===== config.mk =====
export PLATFORM = sky130hd
export DESIGN_NAME = aes_cmd_port
export DESIGN_NICKNAME = d
export VERILOG_FILES = /design/src/hw/aes_pkg.sv /design/src/hw/aes_cmd_port.sv
export VERILOG_INCLUDE_DIRS = /design/src /design/src/hw
export SDC_FILE = /design/constraint.sdc
export NUM_CORES = 1
export LEC_CHECK = 0
export BUFFER_PORTS_ARGS = -buffer_cell sky130_fd_sc_hd__clkbuf_2
export CORE_AREA = 4 4 202 204
export CTS_CLUSTER_DIAMETER = 50
export DETAILED_ROUTE_END_ITERATION = 8
export DIE_AREA = 0 0 206 208
export PLACE_DENSITY = 0.42
export REMOVE_ABC_BUFFERS = 1
export SETUP_SLACK_MARGIN = 0.3
export SLEW_MARGIN = 30
export SYNTH_ARGS = -nofsm -noshare
export SYNTH_HDL_FRONTEND = slang
export SYNTH_SLANG_ARGS = --single-unit

===== constraint.sdc =====
create_clock -name clk -period 16.1 [get_ports clk]
set_clock_uncertainty 0.15 [all_clocks]
set_input_delay 1.61 -clock clk [delete_from_list [all_inputs] [get_ports clk]]
set_output_delay 1.61 -clock clk [all_outputs]
set_load 0.02 [all_outputs]

===== src/hw/aes_settings.svh =====
`ifndef AES_SETTINGS_SVH
`define AES_SETTINGS_SVH

// data block and seed widths
`define AES_BLOCK_W 128
`define AES_KEY_W 256

// aes-256 round structure
`define AES_ROUNDS 14
`define AES_NUM_RKEYS 15

// round-key store addressing
`define AES_RKEY_ADDR_W 4

`endif


===== src/hw/aes_pkg.sv =====
`include "aes_settings.svh"

package aes_pkg;

    // command opcodes
    typedef enum logic {
        op_keygen,
        op_encrypt
    } cmd_op_e;

    // payload holds the seed, or the plaintext in its low bits
    typedef struct packed {
        cmd_op_e op;
        logic [`AES_KEY_W-1:0] payload;
    } cmd_t;

    typedef enum logic {
        st_ok,
        st_no_key
    } res_status_e;

    typedef struct packed {
        res_status_e status;
        logic [`AES_BLOCK_W-1:0] block;
    } result_t;

    // device FSM states
    typedef enum logic [1:0] {
        ctrl_idle,
        ctrl_keygen,
        ctrl_encrypt,
        ctrl_respond
    } ctrl_state_e;

    // multiply by x modulo the aes polynomial
    function automatic logic [7:0] xtime(input logic [7:0] a);
        return {a[6:0], 1'b0} ^ (a[7] ? 8'h1b : 8'h00);
    endfunction

    // shift-and-add field multiply
    function automatic logic [7:0] gmul(input logic [7:0] a, input logic [7:0] b);
        logic [7:0] p;
        logic [7:0] aa;
        p = 8'h00;
        aa = a;
        for (int i = 0; i < 8; i++)
        begin
            if (b[i])
                p = p ^ aa;
            aa = xtime(aa);
        end
        return p;
    endfunction

    // forward s-box: inverse as b^254, then the affine map
    function automatic logic [7:0] sbox(input logic [7:0] b);
        logic [7:0] sq;
        logic [7:0] inv;
        sq = b;
        inv = 8'h01;
        // product of b^2 .. b^128
        for (int i = 0; i < 7; i++)
        begin
            sq = gmul(sq, sq);
            inv = gmul(inv, sq);
        end
        return inv ^ {inv[6:0], inv[7]} ^ {inv[5:0], inv[7:6]}
            ^ {inv[4:0], inv[7:5]} ^ {inv[3:0], inv[7:4]} ^ 8'h63;
    endfunction

endpackage


===== src/hw/aes_cmd_port.sv =====
`timescale 1ns/1ps

module aes_cmd_port (
    input  logic           clk,
    input  logic           resetn,
    input  logic           cmd_req,
    input  aes_pkg::cmd_t  cmd,
    input  logic           cmd_take,
    output logic           cmd_ack,
    output logic           cmd_valid,
    output aes_pkg::cmd_t  cmd_data
);

    logic new_req;

    // fresh request only when no command is held and ack is down
    assign new_req = cmd_req && !cmd_ack && !cmd_valid;

    always_ff @(posedge clk or negedge resetn)
    begin
        if (!resetn)
        begin
            cmd_ack <= 1'b0;
            cmd_valid <= 1'b0;
        end
        else
        begin
            // controller took it, ack goes up next cycle
            if (cmd_take)
            begin
                cmd_valid <= 1'b0;
                cmd_ack <= 1'b1;
            end
            else if (new_req)
                cmd_valid <= 1'b1;
            // requester dropped req, close the handshake
            if (cmd_ack && !cmd_req)
                cmd_ack <= 1'b0;
        end
    end

    // command held stable until the next request
    always_ff @(posedge clk)
    begin
        if (new_req)
            cmd_data <= cmd;
    end

    // ack only answers a live request
    a_ack_needs_req: assert property (@(posedge clk) disable iff (!resetn)
        $rose(cmd_ack) |-> cmd_req);

endmodule


## Yosys cells after proc, flatten, opt, wreduce, memory -nomap -nowiden

Index checks and enable logic that the tools add are counted.

| storage, ports and cells | value |
|---|---|
| bits in registers | 259 |
| output and inout port bits | 259 |
| logic and storage cells | 16 |

| cells by class | value |
|---|---|
| mux-type cells | 4 |
| reduce and logical (&&, ||, !) cells | 8 |

Operators with widths:

| cell | count |
|---|---|
| $mux 1 | 4 |
| $reduce_bool 2->1 | 2 |
| $logic_and 1x1->1 | 3 |
| $logic_not 1->1 | 3 |

## Depth between registers and ports, before layout

| logic depth | value |
|---|---|
| depth after elaboration | 5 |
| depth in mapped cells | 2 |
| depth with buffers taken out | 2 |

## Least setup slack after synthesis

OpenSTA, ideal clock, no wires.

| timing | value |
|---|---|
| path type | input to register |
| start | input port cmd_req |
| end | register cmd_data[0] (netlist bit), enable pin |
| cell stages on the path | 2 |
| slack | 2.688 ns |
| arrival | 12.379 ns |
| cell sequence | nand2b_4 -> nor2_1 |

| between the ends | value |
|---|---|
| longest elaborated chain between the ends | 2 |

Ends and longest elaborated chain:

| what | RTL line | text |
|---|---|---|
| start: declaration | aes_cmd_port.sv:6 | `input logic cmd_req,` |
| $logic_and 1x1->1 (2 in a row) | aes_cmd_port.sv:17 | `assign new_req = cmd_req && !cmd_ack && !cmd_valid;` |
| net new_req | aes_cmd_port.sv:14 | `logic new_req;` |
| end signal: assignment | aes_cmd_port.sv:46 | `cmd_data <= cmd;` |
| end: declaration | aes_cmd_port.sv:11 | `output aes_pkg::cmd_t cmd_data` |

The timed path passes the listed nets, and every way through them passes these cells.
A chain may end at the register's enable or synchronous reset.

## Worst setup path in the final report

| timing | value |
|---|---|
| start | input port cmd_req |
| end | register cmd_data[19] (netlist bit), enable pin |

The elaborated chain is that of the path after synthesis.

==> run_results.csv <==
group,metric,value,unit
status,outcome,"completed",
routing,postRouteAntennaNets,0,
floorplan,io_pins,520,
clocking,htree_levels,2,
pwr,switching_share,23.7,%
setup_path,reg2reg_to,"cmd_data[19]$_DFFE_PP_",
place,port_buffers,519,
global_route,grtUsageTotal,10.4,%
clocking,numCtsBuffers,36,
routing,vias,4873,
yosys,syn_area,7810,um2
setup_path,worstSetupPathDepth,5,
setup_path,critPathArrivalTime,3180,ps
setup_path,crit_end,"cmd_data[19]$_DFFE_PP_",
routing,routed_via_density,3.53,
timing,hold_viol_final,0,
yosys,ys_ff_latch,259,
pwr,clkPwrFrac,43.5,%
timing,worst_pin_slew,755,ps
job,cap_violations,0,
min_path,hold_path_depth,2,
cells_and_area,instances_no_fill,1379,
setup_path,cpPeakStageDelay,630,ps
pwr,combPwrFrac,8.2,%
timing,fin_crit,3200,ps
setup_path,crit_chain,"clkbuf_2, nand2b_4, nor2_4, buf_4, buf_6",
place,dp_cells,1313,
pwr,power_density,135,nW/um2
clocking,cts_tree,"done",
timing,rsz0062_at_grt,"no",
floorplan,dieArea,42800,um2
yosys,yosysWarnings,0,
cells_and_area,drive_above_1_share,68.4,%
timing,setup_viol,0,
global_route,grt_pass1_wl,33000,um
global_route,grt_pass1_vias,5288,
timing,maxSlewHeadroom,49.7,%
clocking,postCtsSetupBuffers,0,
routing,drt_pre_antenna_iters,4,
timing,fin_setup_tns,0,ps
yosys,synth-seq-area-share,99.4,%
place,dpl.hpwl,18300,um
routing,wirelength,23500,um
timing,maxSlewViolCount,0,
global_route,grt_max_degree,80,
min_path,hold_path_class,"reg -> reg",
place,place_congestion,0.740,
setup_path,start_kind,"input port",
routing,drt-initial-drc-count,208,
setup_path,reg2reg_slack,13610,ps
pwr,leakagePower,5.16,nW
timing,fmax,313,MHz
global_route,overflow,0,
setup_path,cp_slowest_cell,"buf_6",
pwr,seq_power_share,48.3,%
floorplan,initial_utilization,19.9,%
floorplan,core-area,39300,um2
timing,post-route-period-util,19.9,%
pwr,max-vdd-ir-drop,0.0000763,V
clocking,clockRootBuffer,"clkbuf_16",
cells_and_area,nets,1087,
pwr,netSwitchingPower,391,uW
clocking,clk_pin_slew_worst_paths,60,ps
setup_path,cp.buffers_inverters,3,
setup_path,path_class,"in -> reg",
routing,drc,0,
yosys,post_synth.cell_area_avg,29.6,um2
routing,wl_per_cell,17.1,um
clocking,clk_path_buf_depth,3,
clocking,cts_hold_buf,0,
global_route,antenna_found_initial,3,
yosys,synth_cell_types,7,
timing,fin_hold_ws,432,ps
clocking,cts_resized,0,
floorplan,die_h,208,um
setup_path,worstReg2RegStart,"cmd_ack$_DFFE_PN0P_",
cells_and_area,fill_cells,3955,
floorplan,rows,73,
yosys,syn_inst,264,
setup_path,cp-startpoint,"cmd_req",
setup_path,reg2reg_depth,4,
cells_and_area,synthToLayoutAreaGrowth,56.6,%
pwr,internal_power,1.26,mW
setup_path,worstSetupEndpointType,"register",
clocking,clock-sinks,259,
setup_path,cp_top_family,"buffers and inverters",
floorplan,die-width,206,um
setup_path,worstPathMaxFanout,79,
setup_path,cp.required,16080,ps
clocking,insertion_delay,510,ps
-- worst register-to-register path, stage by stage, from the launching register on --
cell      delay [ps]
dfrtp_1          410
nand2b_4         170
nor2_4            80
buf_4            550
buf_6            660
-- state kept, by name, indices dropped and copies added (netlist names) --
name,cells
cmd_valid,1
cmd_ack,1
cmd_data,257
-- per-layer routing --
metal | up-vias | routed length [um] | GRT usage, %
met5 | - | 0 | 0
met4 | 0 | 871 | 5.76
met3 | 50 | 3250 | 5.42
met2 | 328 | 12000 | 18.1
met1 | 2274 | 7380 | 9.82
li1 | 2221 | - | -
-- cells in the mapped netlist --
library cell / n / area (um2)
inv_1: 1 / 3.75
nand2b_4: 1 / 13.8
edfxtp_1: 257 / 7720
nor2_1: 1 / 3.75
dfrtp_1: 2 / 50.1
a21oi_2: 1 / 8.76
mux2_4: 1 / 15.0
-- cell usage in the layout (no fill, tap or decap) --
cell type,count
clkbuf_1,6
dfrtp_1,2
inv_6,1
clkinv_1,3
edfxtp_1,257
a21oi_2,1
nor2_4,1
inv_1,1
clkbuf_2,519
inv_8,5
nand2b_4,1
buf_4,3
clkinvlp_4,3
clkinv_2,6
clkbuf_16,37
buf_16,1
mux2_4,1
buf_6,1
clkinv_4,2
diode_2,3
-- kinds of logic after synthesis --
kind of cell	after synthesis	share of synthesized area [%]
AO/OA/AOI/OAI	1	0.112
flip-flops	259	99.4
buffers and inverters	1	0.0480
multiplexers	1	0.192
AND/OR/NAND/NOR	2	0.224
-- power by group through the flow --
stage	sequential, mW	clock (mW)	combinational (mW)
2_1_floorplan	0.877	0	0.0151
3_3_place_gp	0.813	0	0.139
3_5_place_dp	0.813	0	0.140
4_1_cts	0.800	0.751	0.140
5_1_grt	0.802	0.784	0.147
6_report	0.799	0.719	0.137
-- how the worst min path moves through the flow --
stage	start	slack, ps	end
2_1_floorplan	cmd_valid$_DFFE_PN0P_	470	cmd_valid$_DFFE_PN0P_
3_3_place_gp	cmd_ack$_DFFE_PN0P_	410	cmd_ack$_DFFE_PN0P_
3_5_place_dp	cmd_valid$_DFFE_PN0P_	420	cmd_valid$_DFFE_PN0P_
4_1_cts	cmd_valid$_DFFE_PN0P_	430	cmd_valid$_DFFE_PN0P_
5_1_grt	cmd_valid$_DFFE_PN0P_	450	cmd_valid$_DFFE_PN0P_
6_report	cmd_valid$_DFFE_PN0P_	430	cmd_valid$_DFFE_PN0P_
-- cell type report --
cell class / instances / area (um2) / share of cell area (%)
inverter: 1 / 3.75 / 0.0307
antenna: 3 / 7.51 / 0.0613
clock inverter: 20 / 146 / 1.20
multi-input combinational: 4 / 48.8 / 0.399
timing repair buffer: 524 / 2660 / 21.7
tap: 525 / 657 / 5.37
clock buffer: 43 / 948 / 7.75
sequential: 259 / 7770 / 63.5
-- metrics by stage --
step	power, mW	area [um2]	util, %	setup slack [ps]
floorplan	0.892	7810	-	2690
global placement	0.952	11100	28.3	12100
detailed placement	0.954	11100	28.4	12330
finish	1.65	12200	31.2	12900
global route	1.73	12200	31.2	12750
CTS	1.69	12200	31.1	12910
Note: power is estimated with default switching activity, not from simulation.
