File: config.mk
export PLATFORM = sky130hd
export DESIGN_NAME = aes_controller
export DESIGN_NICKNAME = d
export VERILOG_FILES = /design/src/hw/aes_pkg.sv /design/src/hw/aes_controller.sv
export VERILOG_INCLUDE_DIRS = /design/src /design/src/hw
export SDC_FILE = /design/constraint.sdc
export NUM_CORES = 1
export LEC_CHECK = 0
export ABC_CLOCK_PERIOD_IN_PS = 1600
export BUFFER_PORTS_ARGS = -buffer_cell sky130_fd_sc_hd__buf_2
export CORE_AREA = 2 2 349 351
export DETAILED_ROUTE_END_ITERATION = 6
export DIE_AREA = 0 0 351 353
export PLACE_DENSITY = 0.3
export SETUP_SLACK_MARGIN = 0.2
export SLEW_MARGIN = 5
export SYNTH_ARGS = -nofsm -noshare
export SYNTH_HDL_FRONTEND = slang
export SYNTH_SLANG_ARGS = --single-unit
export TNS_END_PERCENT = 100
File: constraint.sdc
create_clock -name clk -period 1.6 [get_ports clk]
set_clock_uncertainty 0.15 [all_clocks]
set_input_delay 0 -clock clk [delete_from_list [all_inputs] [get_ports clk]]
set_output_delay 0 -clock clk [all_outputs]
set_load 0.005 [all_outputs]
File: src/hw/aes_settings.svh
`ifndef AES_SETTINGS_SVH
`define AES_SETTINGS_SVH

// data block and seed widths
`define AES_BLOCK_W 128
`define AES_KEY_W 256

// aes-256 round structure
`define AES_ROUNDS 14
`define AES_NUM_RKEYS 15

// round-key store addressing
`define AES_RKEY_ADDR_W 4

`endif

File: src/hw/aes_pkg.sv
`include "aes_settings.svh"

package aes_pkg;

    // command opcodes
    typedef enum logic {
        op_keygen,
        op_encrypt
    } cmd_op_e;

    // payload holds the seed, or the plaintext in its low bits
    typedef struct packed {
        cmd_op_e op;
        logic [`AES_KEY_W-1:0] payload;
    } cmd_t;

    typedef enum logic {
        st_ok,
        st_no_key
    } res_status_e;

    typedef struct packed {
        res_status_e status;
        logic [`AES_BLOCK_W-1:0] block;
    } result_t;

    // device FSM states
    typedef enum logic [1:0] {
        ctrl_idle,
        ctrl_keygen,
        ctrl_encrypt,
        ctrl_respond
    } ctrl_state_e;

    // multiply by x modulo the aes polynomial
    function automatic logic [7:0] xtime(input logic [7:0] a);
        return {a[6:0], 1'b0} ^ (a[7] ? 8'h1b : 8'h00);
    endfunction

    // shift-and-add field multiply
    function automatic logic [7:0] gmul(input logic [7:0] a, input logic [7:0] b);
        logic [7:0] p;
        logic [7:0] aa;
        p = 8'h00;
        aa = a;
        for (int i = 0; i < 8; i++)
        begin
            if (b[i])
                p = p ^ aa;
            aa = xtime(aa);
        end
        return p;
    endfunction

    // forward s-box: inverse as b^254, then the affine map
    function automatic logic [7:0] sbox(input logic [7:0] b);
        logic [7:0] sq;
        logic [7:0] inv;
        sq = b;
        inv = 8'h01;
        // product of b^2 .. b^128
        for (int i = 0; i < 7; i++)
        begin
            sq = gmul(sq, sq);
            inv = gmul(inv, sq);
        end
        return inv ^ {inv[6:0], inv[7]} ^ {inv[5:0], inv[7:6]}
            ^ {inv[4:0], inv[7:5]} ^ {inv[3:0], inv[7:4]} ^ 8'h63;
    endfunction

endpackage

File: src/hw/aes_controller.sv
`timescale 1ns/1ps
`include "aes_settings.svh"

module aes_controller (
    input  logic                   clk,
    input  logic                   resetn,
    input  logic                   cmd_valid,
    input  aes_pkg::cmd_t          cmd_data,
    input  logic                   kx_done,
    input  logic                   key_loaded,
    input  logic                   enc_done,
    input  logic [`AES_BLOCK_W-1:0] enc_block,
    input  logic                   res_taken,
    output logic                   cmd_take,
    output logic                   kx_start,
    output logic [`AES_KEY_W-1:0]  seed,
    output logic                   enc_start,
    output logic [`AES_BLOCK_W-1:0] plaintext,
    output logic                   res_valid,
    output aes_pkg::result_t       res_data
);

    aes_pkg::ctrl_state_e state;
    logic is_keygen;
    logic no_key;

    // commands only accepted in idle, so respond stalls the channel
    assign cmd_take = (state == aes_pkg::ctrl_idle) && cmd_valid;
    assign is_keygen = (cmd_data.op == aes_pkg::op_keygen);
    assign no_key = cmd_take && !is_keygen && !key_loaded;

    // port holds cmd_data, engines latch it on their start pulse
    assign seed = cmd_data.payload;
    assign plaintext = cmd_data.payload[`AES_BLOCK_W-1:0];

    always_ff @(posedge clk or negedge resetn)
    begin
        if (!resetn)
        begin
            state <= aes_pkg::ctrl_idle;
            kx_start <= 1'b0;
            enc_start <= 1'b0;
            res_valid <= 1'b0;
        end
        else
        begin
            kx_start <= 1'b0;
            enc_start <= 1'b0;
            case (state)
                aes_pkg::ctrl_idle:
                    if (cmd_take)
                    begin
                        if (is_keygen)
                        begin
                            kx_start <= 1'b1;
                            state <= aes_pkg::ctrl_keygen;
                        end
                        else if (key_loaded)
                        begin
                            enc_start <= 1'b1;
                            state <= aes_pkg::ctrl_encrypt;
                        end
                        else
                        begin
                            // no key yet, answer at once
                            res_valid <= 1'b1;
                            state <= aes_pkg::ctrl_respond;
                        end
                    end
                aes_pkg::ctrl_keygen:
                    if (kx_done)
                        state <= aes_pkg::ctrl_idle;
                aes_pkg::ctrl_encrypt:
                    if (enc_done)
                    begin
                        res_valid <= 1'b1;
                        state <= aes_pkg::ctrl_respond;
                    end
                default:
                    if (res_taken)
                    begin
                        res_valid <= 1'b0;
                        state <= aes_pkg::ctrl_idle;
                    end
            endcase
        end
    end

    // result payload
    always_ff @(posedge clk)
    begin
        if (no_key)
        begin
            res_data.status <= aes_pkg::st_no_key;
            res_data.block <= '0;
        end
        else if (state == aes_pkg::ctrl_encrypt && enc_done)
        begin
            res_data.status <= aes_pkg::st_ok;
            res_data.block <= enc_block;
        end
    end

    // only one engine runs at a time
    a_one_engine: assert property (@(posedge clk) disable iff (!resetn)
        !(kx_start && enc_start));

endmodule

# --- After elaboration in Yosys (flattened, before gate mapping) ---
# Index checks and enable logic that the tools add are counted.
totals:
  register_bits: 134
  latchBits: 0
  mem_bits_rw: 0
  rom_bits: 0
  in_bits: 392
  out_inout_bits: 517
  mem_count: 0
op_classes:
  addsub: 0
  mul: 0
  div: 0
  order_cmp: 0
  eq_ne: 7
  n_shift: 0
  muxes: 20
  n_bitwise: 1
  n_reduce_logical: 10
ops:
  columns: ["cell", "n"]
  rows:
  - ["1-bit 2-to-1 mux", 13]
  - ["2-bit 2-to-1 mux", 5]
  - ["2-bit != test (second input constant)", 5]
  - ["2-bit case mux with 3 select lines", 1]
  - ["6-bit AND reduction", 1]
  - ["1-bit logical AND", 4]
  - ["4-bit AND reduction", 1]
  - ["4-bit nonzero test", 1]
  - ["1-bit case mux with 3 select lines", 1]
  - ["3-bit nonzero test", 1]
  - ["2-bit by 1-bit equality test with 1-bit output (second input constant)", 1]
  - ["2-bit equality test (second input constant)", 1]
  - ["2-bit logical NOT", 1]
  - ["1-bit logical NOT", 1]
  - ["1-bit NOT", 1]

# --- Logic depth before layout (Yosys ltp) ---
depth:
  ltp_word: 4
  mapped_depth: 7
  ltp_nobuf: 5

# --- Least setup slack after synthesis ---
# OpenSTA, ideal clock, no wires.
synth_path:
  path_type: "register to register"
  startpoint: "register state[0]"
  endpoint: "register state[1]"
  setup_time_ns: 0.128
  arrival_ns: 1.465
  path_slack_ns: -0.143
  path_stages_with_launch: 6
  n_path_buf: 0
  synth_period_minus_slack_ns: 1.743
  path_cell_list: "dfrtp_1 -> inv_1 -> ha_1 -> nor2b_1 -> nor4_2 -> mux2_1"
synth_between:
  elab_chain_cells: 4
  word_cells_on_any_way: 10
  classes_between: "5 x eq/ne; 1 x mux; 4 x reduce/logical"
synth_rtl:
  columns: ["element", "line", "rtl"]
  rows:
  - ["start: declaration", "aes_controller.sv:23", "aes_pkg::ctrl_state_e state;"]
  - ["start signal: assignment", "aes_controller.sv:40", "state <= aes_pkg::ctrl_idle;"]
  - ["start signal: assignment", "aes_controller.sv:56", "state <= aes_pkg::ctrl_keygen;"]
  - ["start signal: assignment", "aes_controller.sv:61", "state <= aes_pkg::ctrl_encrypt;"]
  - ["2-bit logical NOT", "aes_controller.sv:28, aes_controller.sv:49", null]
  - ["1-bit logical AND", "aes_controller.sv:28", "assign cmd_take = (state == aes_pkg::ctrl_idle) && cmd_valid;"]
  - ["2-bit != test (no source line)", null, null]
  - ["4-bit AND reduction (no source line)", null, null]
# Parallel ways exist; a longest one is shown, timed or not.
# A chain may end at the register's enable or synchronous reset.

# --- Worst setup path in the final report ---
layout_path:
  startpoint: "register state[1]"
  endpoint: "register state[0]"
# The elaborated chain is that of the path after synthesis.

==> results.py <==
metrics = {
    "setup_path": {
        "rr_worst_depth": 8,
        "crit_fanout": 4,
        "cp_data_required_time_ns": 1.87,
        "crit_path_end": "state[0]$_DFFE_PN0P_",
        "setup.worst_path.end_class": "flip-flop",
        "critPathLaunch": "state[1]$_DFFE_PN0P_",
        "critPathKind": "flip-flop to flip-flop",
        "rr_startpoint": "state[1]$_DFFE_PN0P_",
        "critPathLaunchType": "flip-flop",
        "rr_endpoint": "state[0]$_DFFE_PN0P_",
        "worstPathArrival_ns": 2.00,
        "r2r_slack_ns": -0.13,
    },
    "drt": {
        "postRouteAntennaNets": 0,
        "drt_wl_total_mm": 31.9,
        "wl_per_cell_um": 10.8,
        "drtPass1Iterations": 4,
        "vias": 7079,
        "via_per_inst": 2.41,
        "drt-initial-drc-count": 183,
        "drc_errors": 0,
    },
    "layout": {
        "final_cell_area_um2": 13700,
        "layout.cells.non_filler": 2941,
        "mostFrequentLayoutCell": "dlygate4sd3_1",
        "nNetsFinal": 1699,
        "drive_above_1_share": 0.370,
        "layout_common_cells": "396 x dlygate4sd3_1, 265 x buf_2, 256 x nand2_1",
        "syn_to_final_growth_pct": 66.8,
    },
    "timing": {
        "post-route-period-util": 1.08,
        "tns_ns": -9.80,
        "slew_headroom": 0.777,
        "setup_ws_ns": -0.131,
        "max_freq_ghz": 0.578,
        "setup_viol": 132,
        "rsz0062_at_grt": "true",
        "period_needed_ns": 1.73,
        "final_max_slew_viol_count": 0,
        "worst_pin_slew_ns": 0.334,
        "hold_violations": 0,
    },
    "die": {
        "core_um2": 121000,
        "initial_core_util": 0.0681,
        "die_w_um": 351,
        "fp-row-count": 128,
        "die_y_um": 353,
        "ios": 909,
        "dieArea_um2": 124000,
    },
    "yosys": {
        "yosys_warnings": 0,
        "syn_inst": 979,
        "synth.distinct_cells": 27,
        "synth_area_per_cell_um2": 8.39,
        "syn-num-nets": 1376,
        "synth_seq_area_share": 0.330,
        "synth-seq-cells": 134,
        "synth_area_um2": 8210,
    },
    "clock_tree": {
        "clockBufferDepth": 2,
        "htreeDepth": 4,
        "clock_latency_ns": 0.51,
        "cts_sinks": 134,
        "numCtsBuffers": 17,
        "path_clk_slew_ns": 0.09,
        "cts-root-buf": "clkbuf_16",
        "cts_tree": "done",
    },
    "outcome": {
        "violations": "negative setup slack",
        "status": "finished, violations left",
    },
    "global_route": {
        "grt.overflow.total": 0,
        "grt_pass1_wl_mm": 44.3,
        "antenna_found_initial": 2,
        "grt_max_degree": 48,
        "grt_pass1_vias": 7458,
        "globalRouteTotalUtil": 0.0497,
    },
    "power": {
        "power.internal_w": 0.0107,
        "power_density_nw_per_um2": 1220,
        "p_leak_nw": 5.34,
        "pwr-share-comb": 0.413,
        "power_frac_clock": 0.246,
        "pwr-share-seq": 0.342,
        "switching_share": 0.359,
        "ir_worst_vdd_uv": 982,
        "power_switching_w": 0.00602,
    },
    "placed_design": {
        "routabilityCongestion": 0.662,
        "place_inst": 2509,
        "pre_cts_ws_ns": -0.181,
        "place_hpwl_mm": 22.1,
        "portBuffers": 268,
        "dpl_cell_area_um2": 9040,
    },
    "job": {
        "cap_viol_max_count": 0,
    },
    "worst_hold_path": {
        "worstHoldPathType": "input port to flip-flop",
    },
}
[layout make-up]
| class | count | area (µm²) |
|---|---|---|
| fill | 13900 | 107000 |
| timing repair buffer | 730 | 6060 |
| sequential | 134 | 2710 |
| multi-input combinational | 417 | 2330 |
| tap | 1625 | 2030 |
| clock buffer | 19 | 453 |
| clock inverter | 13 | 108 |
| inverter | 2 | 7.51 |
| antenna | 1 | 2.50 |
[cells by family after synthesis]
logic type | after synthesis | share of synthesized area
and+or+nand+nor | 273 | 0.129
buffers and inverters | 428 | 0.399
AOI/OAI and AO/OA | 136 | 0.131
adders and majority gates | 5 | 0.00762
DFF | 134 | 0.330
muxes | 3 | 0.00381
[state kept, by name, summed over array words and instances (netlist names)]
| name | flops |
|---|---|
| res_valid | 1 |
| enc_start | 1 |
| state | 2 |
| res_data | 129 |
| kx_start | 1 |
[repair_timing]
item / CTS / global route
gates cloned: 0 / 0
pin swaps: 3 / 1
hold buffers: 396 / 0
hold endpoints to repair: 523 / 0
resized for setup: 20 / 6
setup endpoints to repair: 135 / 135
setup buffers: 3 / 0
[metrics by stage]
step	util	total power, W	hold WS, ns
2_1_floorplan	-	0.00939	-0.446
3_3_place_gp	0.0749	0.0117	-0.303
3_5_place_dp	0.0749	0.0116	-0.302
4_1_cts	0.113	0.0173	0.000837
5_1_grt	0.114	0.0181	0.0715
6_report	0.114	0.0168	0.109
[routing by layer]
metal	routed length, µm	GRT usage
met1	11700	0.0475
met3	2900	0.0220
met4	1100	0.0298
met2	16300	0.0873
met5	0	0
[worst max-delay path, stage by stage (launching register included)]
cell     delay (ns)
dfrtp_1        0.41
inv_2          0.10
buf_4          0.11
buf_6          0.09
ha_4           0.15
nor3_4         0.05
nor4_2         0.19
buf_4          0.17
mux2i_2        0.22
[cells in the mapped netlist, drive strengths merged]
cell	count	area, µm²
clkbuf	1	3.75
nand2b	1	6.26
and3b	1	12.5
mux2	1	11.3
dfrtp	5	125
a21boi	1	7.51
mux2i	2	20.0
inv	2	7.51
nor3	1	5.00
nor2b	4	25.0
a21oi	130	1030
a21o	1	7.51
nand2	259	972
nor4	1	12.5
a2111oi	1	8.76
ha	5	62.6
and2	2	15.0
a211o	2	17.5
dfxtp	129	2580
nor2	4	15.0
o21a	1	7.51
buf	425	3260
[power by group through the flow]
stage                     clock network [W]  logic, W  registers [W]
after floorplan                           0   0.00353        0.00586
after global placement                    0   0.00583        0.00584
after detailed placement                  0   0.00581        0.00581
after CTS                           0.00453   0.00696        0.00576
after global routing                0.00455   0.00765        0.00594
final                               0.00412   0.00692        0.00573
[worst min path at each step]
stage                                       endpoint  cells past startpoint            from
after floorplan                  enc_start$_DFF_PN0_                      0          resetn
after global placement         res_valid$_DFFE_PN0P_                      1          resetn
after detailed placement       res_valid$_DFFE_PN0P_                      1          resetn
after CTS                 res_data[104]$_SDFFE_PP0P_                      4  enc_block[104]
after global routing      res_data[115]$_SDFFE_PP0P_                      4  enc_block[115]
final                     res_data[113]$_SDFFE_PP0P_                      4  enc_block[113]
No activity file was read; power rests on OpenSTA's default activity.
