[config.mk]
export PLATFORM = sky130hd
export DESIGN_NAME = aes_result_port
export DESIGN_NICKNAME = d
export VERILOG_FILES = /design/src/hw/aes_pkg.sv /design/src/hw/aes_result_port.sv
export VERILOG_INCLUDE_DIRS = /design/src /design/src/hw
export SDC_FILE = /design/constraint.sdc
export NUM_CORES = 1
export LEC_CHECK = 0
export BUFFER_PORTS_ARGS = -buffer_cell sky130_fd_sc_hd__buf_4
export CAP_MARGIN = 10
export CORE_AREA = 2 2 101 103
export DETAILED_ROUTE_END_ITERATION = 10
export DIE_AREA = 0 0 103 105
export PLACE_DENSITY = 0.88
export SYNTH_ARGS = -nofsm -noshare
export SYNTH_HDL_FRONTEND = slang
export SYNTH_SLANG_ARGS = --single-unit
[constraint.sdc]
create_clock -name clk -period 13.4 [get_ports clk]
set_clock_uncertainty 0.15 [all_clocks]
set_input_delay 1.34 -clock clk [delete_from_list [all_inputs] [get_ports clk]]
set_output_delay 1.34 -clock clk [all_outputs]
set_load 0.01 [all_outputs]
[src/hw/aes_settings.svh]
`ifndef AES_SETTINGS_SVH
`define AES_SETTINGS_SVH

// data block and seed widths
`define AES_BLOCK_W 128
`define AES_KEY_W 256

// aes-256 round structure
`define AES_ROUNDS 14
`define AES_NUM_RKEYS 15

// round-key store addressing
`define AES_RKEY_ADDR_W 4

`endif

[src/hw/aes_pkg.sv]
`include "aes_settings.svh"

package aes_pkg;

    // command opcodes
    typedef enum logic {
        op_keygen,
        op_encrypt
    } cmd_op_e;

    // payload holds the seed, or the plaintext in its low bits
    typedef struct packed {
        cmd_op_e op;
        logic [`AES_KEY_W-1:0] payload;
    } cmd_t;

    typedef enum logic {
        st_ok,
        st_no_key
    } res_status_e;

    typedef struct packed {
        res_status_e status;
        logic [`AES_BLOCK_W-1:0] block;
    } result_t;

    // device FSM states
    typedef enum logic [1:0] {
        ctrl_idle,
        ctrl_keygen,
        ctrl_encrypt,
        ctrl_respond
    } ctrl_state_e;

    // multiply by x modulo the aes polynomial
    function automatic logic [7:0] xtime(input logic [7:0] a);
        return {a[6:0], 1'b0} ^ (a[7] ? 8'h1b : 8'h00);
    endfunction

    // shift-and-add field multiply
    function automatic logic [7:0] gmul(input logic [7:0] a, input logic [7:0] b);
        logic [7:0] p;
        logic [7:0] aa;
        p = 8'h00;
        aa = a;
        for (int i = 0; i < 8; i++)
        begin
            if (b[i])
                p = p ^ aa;
            aa = xtime(aa);
        end
        return p;
    endfunction

    // forward s-box: inverse as b^254, then the affine map
    function automatic logic [7:0] sbox(input logic [7:0] b);
        logic [7:0] sq;
        logic [7:0] inv;
        sq = b;
        inv = 8'h01;
        // product of b^2 .. b^128
        for (int i = 0; i < 7; i++)
        begin
            sq = gmul(sq, sq);
            inv = gmul(inv, sq);
        end
        return inv ^ {inv[6:0], inv[7]} ^ {inv[5:0], inv[7:6]}
            ^ {inv[4:0], inv[7:5]} ^ {inv[3:0], inv[7:4]} ^ 8'h63;
    endfunction

endpackage

[src/hw/aes_result_port.sv]
`timescale 1ns/1ps

module aes_result_port (
    input  logic              clk,
    input  logic              resetn,
    input  logic              res_valid,
    input  aes_pkg::result_t  res_data,
    input  logic              res_ack,
    output logic              res_req,
    output aes_pkg::result_t  res,
    output logic              res_taken
);

    // ack seen, waiting for it to fall
    logic ack_seen;
    logic load;

    assign load = res_valid && !res_req && !ack_seen;
    // single cycle, ack_seen clears on the same edge
    assign res_taken = ack_seen && !res_ack;

    always_ff @(posedge clk or negedge resetn)
    begin
        if (!resetn)
        begin
            res_req <= 1'b0;
            ack_seen <= 1'b0;
        end
        else
        begin
            if (load)
                res_req <= 1'b1;
            else if (res_req && res_ack)
            begin
                res_req <= 1'b0;
                ack_seen <= 1'b1;
            end
            else if (res_taken)
                ack_seen <= 1'b0;
        end
    end

    // res only loads while req is low
    always_ff @(posedge clk)
    begin
        if (load)
            res <= res_data;
    end

endmodule

# Word level (Yosys, flattened, before mapping)
# Index checks and enable logic that the tools add are counted.
op_classes:
  addsub: 0
  multipliers: 0
  div: 0
  n_lt_le_gt_ge: 0
  eq_ne: 0
  n_shift: 0
  muxes: 4
  n_bitwise: 1
  n_reduce_logical: 10
ops:
  columns: ["cell", "count"]
  rows:
  - ["logical AND 1 bit", 4]
  - ["two-way mux 1 bit", 4]
  - ["nonzero test 2 bit", 2]
  - ["logical NOT 1 bit", 3]
  - ["AND reduction 2 bit", 1]
  - ["inverter 1 bit", 1]
word_totals:
  register_bits: 131
  latch_bits: 0
  ramBits: 0
  romBits: 0
  memories: 0

# Depth between registers and ports, before layout
# Gate-level depths: netlist of the first run.
depth:
  depth_word: 5
  mapped_depth: 2
  depth_no_buf: 2

# Worst setup path after synthesis of the first run
# OpenSTA, ideal clock, no wires.
synth_path:
  path_kind: "in2reg"
  from: "input res_valid"
  to: "register res[0] (netlist name) (enable)"
  arrival_ns: 6.231
  required_ns: 12.654
  path_slack_ns: 6.424
  stages: 1
  n_path_buf: 0
  cell_sequence: "nor3b_2"
synth_between:
  elab_chain_cells: 2
synth_lines:
  columns: ["item", "line_no", "source"]
  rows:
  - ["start: declaration", "aes_result_port.sv:6", "input logic res_valid,"]
  - ["logical AND 1 bit (2 in series)", "aes_result_port.sv:18", "assign load = res_valid && !res_req && !ack_seen;"]
  - ["end signal: assignment", "aes_result_port.sv:47", "res <= res_data;"]
  - ["end: declaration", "aes_result_port.sv:10", "output aes_pkg::result_t res,"]
# Every way passes these cells.
# A chain may end at the register's enable or synchronous reset.

# Worst setup path in the final report of the first run
layout_path:
  from: "input res_ack"
  to: "output res_taken"
layout_between:
  elab_chain_cells: 2
layout_lines:
  columns: ["item", "line_no", "source"]
  rows:
  - ["start: declaration", "aes_result_port.sv:8", "input logic res_ack,"]
  - ["logical NOT 1 bit", "aes_result_port.sv:20", "assign res_taken = ack_seen && !res_ack;"]
  - ["logical AND 1 bit", "aes_result_port.sv:20", null]
  - ["end: declaration", "aes_result_port.sv:11", "output logic res_taken"]
# Every way passes these cells.

==> results of run 1 <==
[cell usage in the layout (no fill, tap or decap)]
cell type,count
dfrtp_1,2
bufinv_16,3
nor3b_4,1
clkbuf_1,3
nor2b_1,1
clkinvlp_4,3
clkinv_2,3
clkinv_1,3
edfxtp_1,129
inv_1,1
nor2_1,2
clkbuf_16,16
buf_4,265
a21o_1,1
clkbuf_8,1
[final timing paths]
path / from / end / slack [ps] / depth (start not counted)
max: res_ack / res_taken / 10190 / 3
min: ack_seen / ack_seen / 430 / 2
max reg2reg: res_req / res[38] / 11490 / 2
min reg2reg: ack_seen / ack_seen / 430 / 2
max in group asynchronous: resetn / ack_seen / 12560 / 1
min in group asynchronous: resetn / res_req / 450 / 1
[cell families after synthesis]
kind of cell           synth area share (%)
AO/OA/AOI/OAI                         0.190
buffers and inverters                0.0947
flip-flops                             99.1
AND/OR/NAND/NOR                       0.663
[worst reg2reg max path, cell delays in order, from the launching register on]
cell and delay [ps]:
dfrtp_1 440, nor3b_4 220, buf_4 660
[per-stage QoR]
stage	area (sq um)	util [%]	std cells	setup WS [ps]	power, uW
after global placement	6120	63.5	535	10210	652
final	6690	69.4	567	10190	1080
after floorplan	3960	-	137	6420	570
after detailed placement	6120	63.5	535	10200	659
after CTS	6690	69.4	567	10200	1100
after global routing	6690	69.4	567	10190	1130
[per-layer routing]
metal | track usage [%] | share of wire (%) | vias up
met5 | 0 | 0 | -
met4 | 7.33 | 1.5 | 0
met3 | 10.8 | 12 | 12
met2 | 32.1 | 55 | 166
met1 | 16.8 | 32 | 1177
li1 | - | - | 1128
[Yosys cell counts]
cell,count
edfxtp_1,129
nor2_1,2
nor2b_1,1
inv_1,1
nor3b_2,1
a21o_1,1
dfrtp_1,2
[area by class of cell]
class / instances / area, sq um / share of cell area, %
clock buffers: 20 / 425 / 6.36
clock inverters: 12 / 139 / 2.08
inverters: 1 / 3.75 / 0.0561
multi-input cells: 5 / 40.0 / 0.599
flip-flops and latches: 131 / 3920 / 58.7
well taps: 133 / 166 / 2.49
repair buffers: 265 / 1990 / 29.7
[registers in the layout (all words and copies together), names as in the netlist]
| signal | count |
|---|---|
| ack_seen | 1 |
| res | 129 |
| res_req | 1 |
[power breakdown]
part           internal (uW)  leakage (uW)  switching, uW
sequential               504       0.00123           12.6
clock                    280      0.000267            156
combinational           68.8       0.00130           63.1
==> qor.csv, run 1 <==
stage;metric;value;unit
synth;syn_area_per_cell;28.9;sq um
cts;numCtsBuffers;17;
timing;timing.final.crit_period;3210;ps
routing;first_iter_violations;97;
synth;synth_cells;137;
cts;ctsHoldBuffers;0;
synth;synth_cell_types;7;
cts;h-tree-depth;4;
critical_path;arrival;1720;ps
timing;worst_pin_slew;817;ps
critical_path;critical_path_required;11910;ps
floorplanning;initial_core_util;41.1;%
power_and_ir_drop;vdd_drop_max;0.137;mV
global_routing;grt_pass1_wl;14.1;mm
outcome;outcome;complete, no violations;
synth;syn_area;3960;sq um
cts;clock_sinks;131;
timing;grt_setup_unrepaired;false;
placement;dp_hpwl;7.47;mm
finish;drive_above_1_share;67.3;%
floorplanning;die_w;103;microns
global_routing;grt_overflow;0;
min_path;min_path_type;reg2reg;
routing;viasPerCell;4.38;
placement;port_buffers;263;
floorplanning;die-area;10800;sq um
routing;wire_per_inst;17.4;microns
floorplanning;fp-row-count;36;
placement;place_congestion;0.714;
critical_path;cp_slowest_stage_delay;140;ps
floorplanning;pin_count;264;
timing;finalSetupViolCount;0;
routing;drtPass1Iterations;4;
floorplanning;core-area;9640;sq um
routing;wl;9.88;mm
timing;drv_slew;0;
cts;cts_setup_buffers;0;
critical_path;crit_family;buffers and inverters;
job;maxCapViolations;0;
synth;syn_nets;270;
global_routing;grt_usage;18.3;%
power_and_ir_drop;leakagePower;0.00280;uW
cts;clock_path_buffers;2;
cts;clk_pin_slew_worst_paths;50;ps
global_routing;grt_pass1_vias;2680;
finish;diodes;0;
synth;synth_area_leaders;edfxtp_1 (98%), dfrtp_1 (1.3%), nor3b_2 (0.32%), a21o_1 (0.19%), nor2_1 (0.19%);
finish;final_nets;554;
routing;route.detailed.drc;0;
timing;fin_tns_setup;0;ps
timing;timing.final.crit_share;23.9;%
critical_path;start_kind;input pin;
critical_path;crit_type;in2out;
synth;synth_top_cell_by_area;edfxtp_1;
cts;cts_tree;built;
timing;max_freq;312;MHz
cts;clock_latency;510;ps
synth;netlist.area_leader.share;97.8;%
timing;final-hold-violation-count;0;
critical_path;end_kind;primary output;
routing;vias;2483;
critical_path;crit_path_max_fanout;2;
finish;fill_cells;674;
cts;cts_root_buf;clkbuf_8;
critical_path;cp_cell_sequence;buf_4 -> nor2b_1 -> buf_4;
synth;ys_warn_count;0;
floorplanning;die_h;105;microns
critical_path;crit_slowest_cell;buf_4;
timing;whs;429;ps
routing;ant_nets;0;
finish;area_growth;68.8;%
global_routing;antenna_found_initial;0;
synth;yosysSeqAreaShare;99.1;%
timing;relSlewSlack;45.5;%
power_and_ir_drop;p_per_area;162;nW/um^2
critical_path;cp_common_cell;buf_4;
global_routing;grt_max_degree;67;
critical_path;cp_num_buf_inv;2;
cts;post_cts_resized;0;
synth;synth_seq_cells;131;
No activity file was read; power rests on OpenSTA's default activity.
==> run 2, diff against run 1 <==
CORE_AREA = unset   (was 2 2 101 103)
CORE_UTILIZATION = 37   (was unset)
DIE_AREA = unset   (was 0 0 103 105)
PLACE_DENSITY = 0.85   (was 0.88)
clock period = 2.7 ns   (was 13.4 ns; I/O delays follow)
==> qor.csv, run 2 <==
stage;metric;value;unit
placement;dp_worst_setup_slack;1100;ps
synth;synth_area_leaders;edfxtp_1 (98%), dfrtp_1 (1.3%), nor3b_2 (0.32%), a21o_1 (0.19%), nor2_1 (0.19%);
synth;ys.flop_type;edfxtp_1;
synth;netlist.area_leader.share;97.8;%
synth;synth_common_cells;edfxtp_1 (129), dfrtp_1 (2), nor2_1 (2);
outcome;stop_stage;clock tree synthesis (4_1_cts);
floorplanning;pin_count;264;
synth;syn_area;3960;sq um
cts;cts_root_buf;clkbuf_8;
synth;synth_cells;137;
cts;ctsHoldBuffers;115;
placement;dpl.cell_count;538;
outcome;error;[ERROR RSZ-0060] Max buffer count reached.;
cts;post_cts_resized;0;
synth;synthArstFlopShare;1.53;%
floorplanning;die_h;105;microns
floorplanning;fp-row-count;37;
synth;synth_edf_count;129;
synth;ys_warn_count;0;
cts;cts_setup_buffers;0;
cts;h-tree-depth;4;
placement;port_buffers;263;
floorplanning;initial_core_util;38.2;%
synth;syn_nets;270;
synth;synth_most_common_cell;edfxtp_1;
cts;clock_sinks;131;
outcome;outcome;did not finish;
synth;syn_area_per_cell;28.9;sq um
cts;numCtsBuffers;17;
synth;yosysSeqAreaShare;99.1;%
placement;dp_hpwl;6.51;mm
synth;synth_top_cell_by_area;edfxtp_1;
synth;synth_seq_cells;131;
placement;place_congestion;0.706;
floorplanning;die_w;105;microns
synth;synth_cell_types;7;
cts;clock_path_buffers;2;
run 2: cell counts after synthesis:
No cell type changed its count.
run 2: cells by family after synthesis:
| family | after synthesis | synth area share [%] |
|---|---|---|
| buf+inv | 1 | 0.0947 |
| compound gates | 1 | 0.190 |
| simple gates | 4 | 0.663 |
| flops | 131 | 99.1 |
run 2: through the flow:
step	utilization (%)	area, sq um
3_5_place_dp	59.3	6150
3_3_place_gp	59.3	6150
2_1_floorplan	-	3970
==> run 3, diff against run 2 <==
CORE_UTILIZATION = 40   (was 37)
PLACE_DENSITY = unset   (was 0.85)
PLACE_DENSITY_LB_ADDON = 0.15   (was unset)
clock period = 3.5 ns   (was 2.7 ns; I/O delays follow)
==> qor.csv, run 3 <==
stage;metric;value;unit
outcome;stop_stage;clock tree synthesis (4_1_cts);
synth;synthArstFlopShare;1.53;%
synth;synth_edf_count;129;
synth;synth_area_leaders;edfxtp_1 (98%), dfrtp_1 (1.3%), nor3b_2 (0.32%), a21o_1 (0.19%), nor2_1 (0.19%);
synth;synth_seq_cells;131;
cts;numCtsBuffers;17;
synth;syn_nets;270;
synth;syn_area_per_cell;28.9;sq um
placement;port_buffers;263;
synth;synth_most_common_cell;edfxtp_1;
synth;synth_cell_types;7;
synth;ys_warn_count;0;
cts;post_cts_resized;0;
cts;h-tree-depth;4;
synth;synth_top_cell_by_area;edfxtp_1;
cts;cts_root_buf;clkbuf_8;
cts;ctsHoldBuffers;113;
floorplanning;fp-row-count;35;
synth;yosysSeqAreaShare;99.1;%
floorplanning;die_w;102;microns
cts;clock_sinks;131;
floorplanning;initial_core_util;42.1;%
synth;synth_cells;137;
synth;synth_common_cells;edfxtp_1 (129), dfrtp_1 (2), nor2_1 (2);
synth;netlist.area_leader.share;97.8;%
cts;cts_setup_buffers;0;
placement;place_congestion;0.700;
synth;syn_area;3960;sq um
floorplanning;die_h;102;microns
outcome;outcome;did not finish;
floorplanning;pin_count;264;
outcome;error;[ERROR RSZ-0060] Max buffer count reached.;
cts;clock_path_buffers;2;
synth;ys.flop_type;edfxtp_1;
run 3: cell families after synthesis:
kind of cell / synth area share [%]
AND/OR/NAND/NOR: 0.663
buffers and inverters: 0.0947
flip-flops: 99.1
AO/OA/AOI/OAI: 0.190
run 3: metrics by stage:
step	utilization, %	setup WS, ps	area [sq um]	cells
after global placement	65.0	1690	6120	531
after floorplan	-	-829	3970	137
after detailed placement	65.0	1650	6120	531
