### config.mk
export PLATFORM = sky130hd
export DESIGN_NAME = aes_key_expand
export DESIGN_NICKNAME = d
export VERILOG_FILES = /design/src/hw/aes_pkg.sv /design/src/hw/aes_key_expand.sv
export VERILOG_INCLUDE_DIRS = /design/src /design/src/hw
export SDC_FILE = /design/constraint.sdc
export NUM_CORES = 2
export LEC_CHECK = 0
export ABC_CLOCK_PERIOD_IN_PS = 34200
export BUFFER_PORTS_ARGS = -buffer_cell sky130_fd_sc_hd__buf_2
export CORE_ASPECT_RATIO = 1.75
export CORE_MARGIN = 3
export CORE_UTILIZATION = 40
export DETAILED_ROUTE_END_ITERATION = 8
export SYNTH_ARGS = -nofsm -noshare
export SYNTH_HDL_FRONTEND = slang
export SYNTH_SLANG_ARGS = --single-unit
### constraint.sdc
create_clock -name clk -period 34.2 [get_ports clk]
set_input_delay 6.84 -clock clk [delete_from_list [all_inputs] [get_ports clk]]
set_output_delay 6.84 -clock clk [all_outputs]
set_load 0.03 [all_outputs]
### src/hw/aes_settings.svh
`ifndef AES_SETTINGS_SVH
`define AES_SETTINGS_SVH

// data block and seed widths
`define AES_BLOCK_W 128
`define AES_KEY_W 256

// aes-256 round structure
`define AES_ROUNDS 14
`define AES_NUM_RKEYS 15

// round-key store addressing
`define AES_RKEY_ADDR_W 4

`endif

### src/hw/aes_pkg.sv
`include "aes_settings.svh"

package aes_pkg;

    // command opcodes
    typedef enum logic {
        op_keygen,
        op_encrypt
    } cmd_op_e;

    // payload holds the seed, or the plaintext in its low bits
    typedef struct packed {
        cmd_op_e op;
        logic [`AES_KEY_W-1:0] payload;
    } cmd_t;

    typedef enum logic {
        st_ok,
        st_no_key
    } res_status_e;

    typedef struct packed {
        res_status_e status;
        logic [`AES_BLOCK_W-1:0] block;
    } result_t;

    // device FSM states
    typedef enum logic [1:0] {
        ctrl_idle,
        ctrl_keygen,
        ctrl_encrypt,
        ctrl_respond
    } ctrl_state_e;

    // multiply by x modulo the aes polynomial
    function automatic logic [7:0] xtime(input logic [7:0] a);
        return {a[6:0], 1'b0} ^ (a[7] ? 8'h1b : 8'h00);
    endfunction

    // shift-and-add field multiply
    function automatic logic [7:0] gmul(input logic [7:0] a, input logic [7:0] b);
        logic [7:0] p;
        logic [7:0] aa;
        p = 8'h00;
        aa = a;
        for (int i = 0; i < 8; i++)
        begin
            if (b[i])
                p = p ^ aa;
            aa = xtime(aa);
        end
        return p;
    endfunction

    // forward s-box: inverse as b^254, then the affine map
    function automatic logic [7:0] sbox(input logic [7:0] b);
        logic [7:0] sq;
        logic [7:0] inv;
        sq = b;
        inv = 8'h01;
        // product of b^2 .. b^128
        for (int i = 0; i < 7; i++)
        begin
            sq = gmul(sq, sq);
            inv = gmul(inv, sq);
        end
        return inv ^ {inv[6:0], inv[7]} ^ {inv[5:0], inv[7:6]}
            ^ {inv[4:0], inv[7:5]} ^ {inv[3:0], inv[7:4]} ^ 8'h63;
    endfunction

endpackage

### src/hw/aes_key_expand.sv
`timescale 1ns/1ps
`include "aes_settings.svh"

module aes_key_expand (
    input  logic                       clk,
    input  logic                       resetn,
    input  logic                       kx_start,
    input  logic [`AES_KEY_W-1:0]      seed,
    output logic                       kx_done,
    output logic                       rk_we,
    output logic [`AES_RKEY_ADDR_W-1:0] rk_waddr,
    output logic [`AES_BLOCK_W-1:0]    rk_wdata
);

    // last eight schedule words, oldest in the top bits
    logic [`AES_KEY_W-1:0] win;
    logic [`AES_RKEY_ADDR_W-1:0] cnt;
    logic busy;
    logic [31:0] last;
    logic [31:0] temp;
    logic [7:0] rcon;
    logic [31:0] n0, n1, n2, n3;

    function automatic logic [31:0] sub_word(input logic [31:0] w);
        return {aes_pkg::sbox(w[31:24]), aes_pkg::sbox(w[23:16]),
                aes_pkg::sbox(w[15:8]), aes_pkg::sbox(w[7:0])};
    endfunction

    assign last = win[31:0];
    // rcon doubles every even round key
    assign rcon = 8'h01 << (cnt[3:1] - 3'd1);

    always_comb
    begin
        // even step gets rotword and rcon, odd step subword only
        if (!cnt[0])
            temp = sub_word({last[23:0], last[31:24]}) ^ {rcon, 24'h000000};
        else
            temp = sub_word(last);
    end

    assign n0 = win[255:224] ^ temp;
    assign n1 = win[223:192] ^ n0;
    assign n2 = win[191:160] ^ n1;
    assign n3 = win[159:128] ^ n2;

    // seed halves are round keys 0 and 1
    assign rk_wdata = (cnt == 0) ? win[255:128] :
                      (cnt == 1) ? win[127:0] : {n0, n1, n2, n3};
    assign rk_we = busy;
    assign rk_waddr = cnt;
    assign kx_done = busy && (cnt == `AES_NUM_RKEYS - 1);

    always_ff @(posedge clk or negedge resetn)
    begin
        if (!resetn)
        begin
            busy <= 1'b0;
            cnt <= '0;
        end
        else if (kx_start)
        begin
            busy <= 1'b1;
            cnt <= '0;
        end
        else if (busy)
        begin
            cnt <= cnt + 1'b1;
            if (kx_done)
                busy <= 1'b0;
        end
    end

    // slide the window by four words per derived key
    always_ff @(posedge clk)
    begin
        if (kx_start)
            win <= seed;
        else if (busy && cnt >= 2)
            win <= {win[127:0], n0, n1, n2, n3};
    end

endmodule

=== Word-level counts from Yosys, hierarchy flattened ===
Index checks and enable logic that the tools add are counted.

* Order comparisons: 1
* Reduce and logical (&&, ||, !) cells: 5
* Muxes and demuxes: 2,498
* Bitwise gates (word level): 1,529
* Eq/ne operators: 2
* Shifts and indexed selects: 1
* Add/sub/neg operators: 2

{| class="wikitable"
|+ Operator list
! operator !! number
|-
| 8-bit 2-to-1 mux || 1,732
|-
| 8-bit bitwise XOR || 760
|-
| 8-bit by 5-bit bitwise XOR with 8-bit output || 700
|-
| 5-bit 2-to-1 mux || 708
|-
| 256-bit 2-to-1 mux || 2
|-
| 128-bit 2-to-1 mux || 2
|-
| 32-bit bitwise XOR || 5
|-
| 7-bit 2-to-1 mux || 8
|-
| 1-bit inverter || 56
|-
| 6-bit 2-to-1 mux || 8
|-
| 4-bit 2-to-1 mux || 10
|-
| 32-bit 2-to-1 mux || 1
|-
| 4-bit inverter || 8
|-
| 3-bit 2-to-1 mux || 8
|-
| 2-bit 2-to-1 mux || 8
|-
| 1-bit 2-to-1 mux || 11
|-
| 1-bit by 3-bit left shift with 8-bit output, first input constant || 1
|-
| 4-bit by 1-bit adder with 4-bit output, second input constant || 1
|-
| 4-bit by 1-bit == test with 1-bit output, second input constant || 1
|-
| 4-bit == test, second input constant || 1
|-
| 4-bit by 2-bit greater-or-equal comparator with 1-bit output, second input constant || 1
|-
| 4-bit logical NOT || 1
|-
| 2-bit nonzero test || 2
|-
| 3-bit by 1-bit subtractor with 3-bit output, second input constant || 1
|-
| 1-bit logical AND || 2
|}

* Word-level logic and storage cells: 4,041
* Output and inout bits: 134
* Register bits: 261

=== Logic depth before layout (Yosys ltp) ===
* Word-level depth: 197
* Depth in mapped cells: 68
* Gate-level depth less buffers: 58

=== Worst setup path after synthesis ===
Ideal clock, no wire load.

* Kind: reg2out
* From: reg win[16]
* To: out rk_wdata[22]
* Arrival time: 16.683 ns
* Path buffers: 8
* Required time: 27.360 ns
* Stages on the path, launching flop included: 64
* Slack: 10.677 ns
* Path through: edfxtp_1 ha_1 buf_2 nand2_1 xor2_1 inv_1 clkbuf_1 buf_1 clkbuf_1 ha_1 clkbuf_1 inv_1 nor2_1 xnor2_1 xnor2_1 inv_1 buf_1 ha_1 [28 not listed] o21ai_1 a22oi_1 xnor3_1 xnor3_2 xnor3_2 xor3_1 nor2_1 xnor3_1 xnor3_2 xnor3_2 xor3_1 xnor2_1 a21oi_1 xnor2_4 nand2b_1 nand3_1 o21ai_1 a311oi_1

* Longest elaborated chain between the ends: 196

{| class="wikitable"
|+ Ends and longest elaborated chain
! what !! RTL line !! text
|-
| from (decl) || aes_key_expand.sv:16 || <nowiki>logic [`AES_KEY_W-1:0] win;</nowiki>
|-
| from (signal assigned) || aes_key_expand.sv:80 || <nowiki>win <= {win[127:0], n0, n1, n2, n3};</nowiki>
|-
| 8-bit 2-to-1 mux || aes_pkg.sv:48 || <nowiki>if (b[i])</nowiki>
|-
| 8-bit 2-to-1 mux || aes_key_expand.sv:36 || <nowiki>if (!cnt[0])</nowiki>
|-
| 8-bit bitwise XOR || aes_pkg.sv:49 || <nowiki>p = p ^ aa;</nowiki>
|-
| 8-bit 2-to-1 mux || aes_pkg.sv:48 ||
|-
| 8-bit 2-to-1 mux || aes_key_expand.sv:36 ||
|-
| 8-bit bitwise XOR || aes_pkg.sv:49 ||
|-
| 8-bit 2-to-1 mux || aes_pkg.sv:48 ||
|-
| 8-bit 2-to-1 mux || aes_key_expand.sv:36 ||
|-
| [180 not listed] || - ||
|-
| 4-bit inverter (no line) * || - ||
|-
| 32-bit 2-to-1 mux * || aes_key_expand.sv:36 ||
|-
| 32-bit bitwise XOR * || aes_key_expand.sv:42 || <nowiki>assign n0 = win[255:224] ^ temp;</nowiki>
|-
| 32-bit bitwise XOR * || aes_key_expand.sv:43 || <nowiki>assign n1 = win[223:192] ^ n0;</nowiki>
|-
| 32-bit bitwise XOR * || aes_key_expand.sv:44 || <nowiki>assign n2 = win[191:160] ^ n1;</nowiki>
|-
| 32-bit bitwise XOR * || aes_key_expand.sv:45 || <nowiki>assign n3 = win[159:128] ^ n2;</nowiki>
|-
| 128-bit 2-to-1 mux * || aes_key_expand.sv:49 || <nowiki>(cnt == 1) ? win[127:0] : {n0, n1, n2, n3};</nowiki>
|-
| 128-bit 2-to-1 mux * || aes_key_expand.sv:48 || <nowiki>assign rk_wdata = (cnt == 0) ? win[255:128] :</nowiki>
|-
| to (decl) || aes_key_expand.sv:12 || <nowiki>output logic [`AES_BLOCK_W-1:0] rk_wdata</nowiki>
|}

Mark *: on every way between the ends. The rest lies on a longest branch, timed or not. The select of a mux whose other input is x is not followed.

=== Worst setup path in the final report ===
* From: reg win[15]
* To: out rk_wdata[10]

* Longest elaborated chain between the ends: 195

{| class="wikitable"
|+ Ends and longest elaborated chain
! what !! RTL line !! text
|-
| 5-bit 2-to-1 mux / 8-bit 2-to-1 mux (equally long branches) || aes_pkg.sv:37, aes_pkg.sv:48 ||
|-
| 8-bit by 5-bit bitwise XOR with 8-bit output / 8-bit 2-to-1 mux (equally long branches) || aes_pkg.sv:37, aes_key_expand.sv:36 ||
|-
| 8-bit bitwise XOR || aes_pkg.sv:49 ||
|-
| 8-bit 2-to-1 mux || aes_pkg.sv:48 ||
|-
| 8-bit 2-to-1 mux || aes_key_expand.sv:36 ||
|-
| 8-bit bitwise XOR || aes_pkg.sv:49 ||
|-
| 8-bit 2-to-1 mux || aes_pkg.sv:48 ||
|-
| 8-bit 2-to-1 mux || aes_key_expand.sv:36 ||
|-
| [179 not listed] || - ||
|-
| 8-bit bitwise XOR * || aes_pkg.sv:68 || <nowiki>^ {inv[4:0], inv[7:5]} ^ {inv[3:0], inv[7:4]} ^ 8'h63;</nowiki>
|-
| 32-bit 2-to-1 mux * || aes_key_expand.sv:36 ||
|-
| 32-bit bitwise XOR * || aes_key_expand.sv:42 ||
|-
| 32-bit bitwise XOR * || aes_key_expand.sv:43 ||
|-
| 32-bit bitwise XOR * || aes_key_expand.sv:44 ||
|-
| 32-bit bitwise XOR * || aes_key_expand.sv:45 ||
|-
| 128-bit 2-to-1 mux * || aes_key_expand.sv:49 ||
|-
| 128-bit 2-to-1 mux * || aes_key_expand.sv:48 ||
|}

Marked as above.

==> metrics.yaml <==
drc: 0
ys_warn_count: 0
drtPass1Iterations: 5
path_common_cell: "xnor2_1"
numPortBuffers: 392
holdPathEnd: "win[232]"
netlist_instances: 9122
cts_tree: "done"
async_flop_share: 0.0192
reg2reg_depth: 58
htreeDepth: 2
cp_num_buf_inv: 4
layout_setup_ws_ns: 6.03
antenna_found_initial: 24
route.met3.wl_um: 19100
top_layer_used: "met5"
cp_max_fo: 18
synth.net_count: 9406
avgSynthCellArea_um2: 7.97
pre_cts_slack_ns: 6.94
tns_ns: 0
cts_buffer_depth: 3
die_y_um: 570
synth_edf_count: 256
r2r_setup_slack_ns: 13.77
rows: 206
dp_hpwl_um: 196000
grt_max_degree: 105
grt_pass1_vias: 65500
crit_path_top_delay_cell: "xnor2_1"
ctsResizeCount: 0
worstSetupStartpointType: "register"
post_cts_buffers: 0
rsz0062_at_grt: "false"
synth_flop_cell: "edfxtp_1"
fin_crit_ns: 28.17
die_w_um: 328
grt_overflow: 0
wl_met1_um: 100000
grt_usage: 0.260
ys_seq_area_frac: 0.108
hold_depth: 1
synth_seq_cells: 261
fmax_ghz: 0.0355
hp-start: "win[104]"
dr.first_iter.drc_count: 5871
yosys.cell_types.count: 118
crit_family: "XOR/XNOR gates"
status: "finished clean"
critPathKind: "register to output port"
finalSetupViolations: 0
cts_inserted_buffers: 35
final-hold-violation-count: 0
insertion_delay_ns: 0.60
via_per_inst: 5.82
max_stage_delay_ns: 1.02
drv_cap: 0
route.met2.wl_um: 125000
num_io_pins: 393
syn_area_mm2: 0.0727
nets: 9504
skew_ns: 0.0456
routed_wirelength_um: 255000
ctsHoldBuffers: 0
gp_congestion: 0.956
vias: 67800
syn2layout_area_growth_pct: 8.35
drive_above_1_share: 0.138
crit_arrival_ns: 21.33
r2r-end: "win[10]"
die_area_mm2: 0.187
ant_nets: 0
tightest_slew_ns: 1.31
cp-end-kind: "output port"
start_util: 0.403
hold_class: "register to register"
design.core.area_mm2: 0.180
path_clk_slew_ns: 0.06
fin_crit_sh: 0.824
relSlewSlack: 0.119
drv_slew: 0
final_util: 0.437
cts.sink_count: 261
grt_pass1_wl_um: 387000
routedWlPerCell_um: 21.9
r2r-start: "win[15]"
crit_required_ns: 27.36
root_buffer: "clkbuf_16"
## cells in the final DEF (no fill, tap or decap), types with 68 or more instances in the layout
cell,instances
nor2_1,1187
a31oi_1,71
xnor2_2,118
buf_4,288
a21oi_1,588
nor3_1,189
xnor3_1,361
inv_1,107
o21ai_0,452
nand2_1,971
nor2b_1,74
xor2_1,480
mux2_2,227
nand3_1,203
nand2b_1,71
buf_2,391
a22oi_1,68
xnor2_1,1623
edfxtp_1,256
o22ai_1,140
mux2i_1,230
## kinds of logic after synthesis
kind of cell,Yosys count,share of synthesized area
compound gates,1901,0.162
xor+xnor,2746,0.436
fa+ha+maj,25,0.00430
buf+inv,749,0.0425
flops,261,0.108
mux,469,0.0696
simple gates,2971,0.178
## synthesized netlist by cell type (105+ instances only)
| master | count | area (µm²) |
|---|---|---|
| nor2_1 | 1187 | 4460 |
| nand2_1 | 973 | 3650 |
| edfxtp_1 | 256 | 7690 |
| inv_1 | 107 | 402 |
| mux2_2 | 227 | 2560 |
| xnor2_1 | 1661 | 14500 |
| clkbuf_1 | 426 | 1600 |
| o22ai_1 | 140 | 876 |
| o21ai_0 | 452 | 2260 |
| xnor3_1 | 361 | 8130 |
| xor2_1 | 490 | 4290 |
| a21oi_1 | 588 | 2940 |
| mux2i_1 | 230 | 2300 |
| nor3_1 | 189 | 946 |
| nand3_1 | 203 | 1020 |
| buf_2 | 105 | 526 |
## final cells by class
| class | count | area (µm²) |
|---|---|---|
| Clock inverter | 19 | 200 |
| Timing Repair Buffer | 680 | 4130 |
| Clock buffer | 44 | 910 |
| Sequential cell | 261 | 7810 |
| Tap cell | 2392 | 2990 |
| Inverter | 130 | 488 |
| Multi-Input combinational cell | 8112 | 62200 |
| Antenna cell | 10 | 25.0 |
| Fill cell | 18000 | 101000 |
## per-layer routing
layer / global-route usage / up-vias
li1: - / 31800
met1: 0.313 / 32700
met2: 0.460 / 2718
met3: 0.0395 / 604
met4: 0.104 / 26
met5: 0 / -
## state kept, by name, indices dropped and copies added, names as in the netlist
signal	count
win	256
rk_waddr	4
rk_we	1
## per-stage QoR
stage	hold WS (ns)	instances	area, µm²
2_1_floorplan	0.542	9122	72700
3_3_place_gp	0.555	11600	77600
3_5_place_dp	0.562	11600	77600
4_1_cts	0.575	11600	78700
5_1_grt	0.590	11600	78700
6_report	0.572	11600	78700
## worst max-delay path by stage
| stage | end | slack, ns | startpoint | depth (start not counted) |
|---|---|---|---|---|
| finish | rk_wdata[10] | 6.03 | win[15] | 60 |
| global route | rk_wdata[10] | 4.83 | win[15] | 60 |
| CTS | rk_wdata[10] | 6.24 | win[15] | 60 |
| detailed placement | rk_wdata[10] | 6.94 | win[15] | 60 |
| global placement | rk_wdata[10] | 7.28 | win[15] | 55 |
| floorplan | rk_wdata[22] | 10.68 | win[16] | 63 |
Power is not shown: default switching activity piles up to over one toggle a cycle in this logic, so the estimate is an artifact.
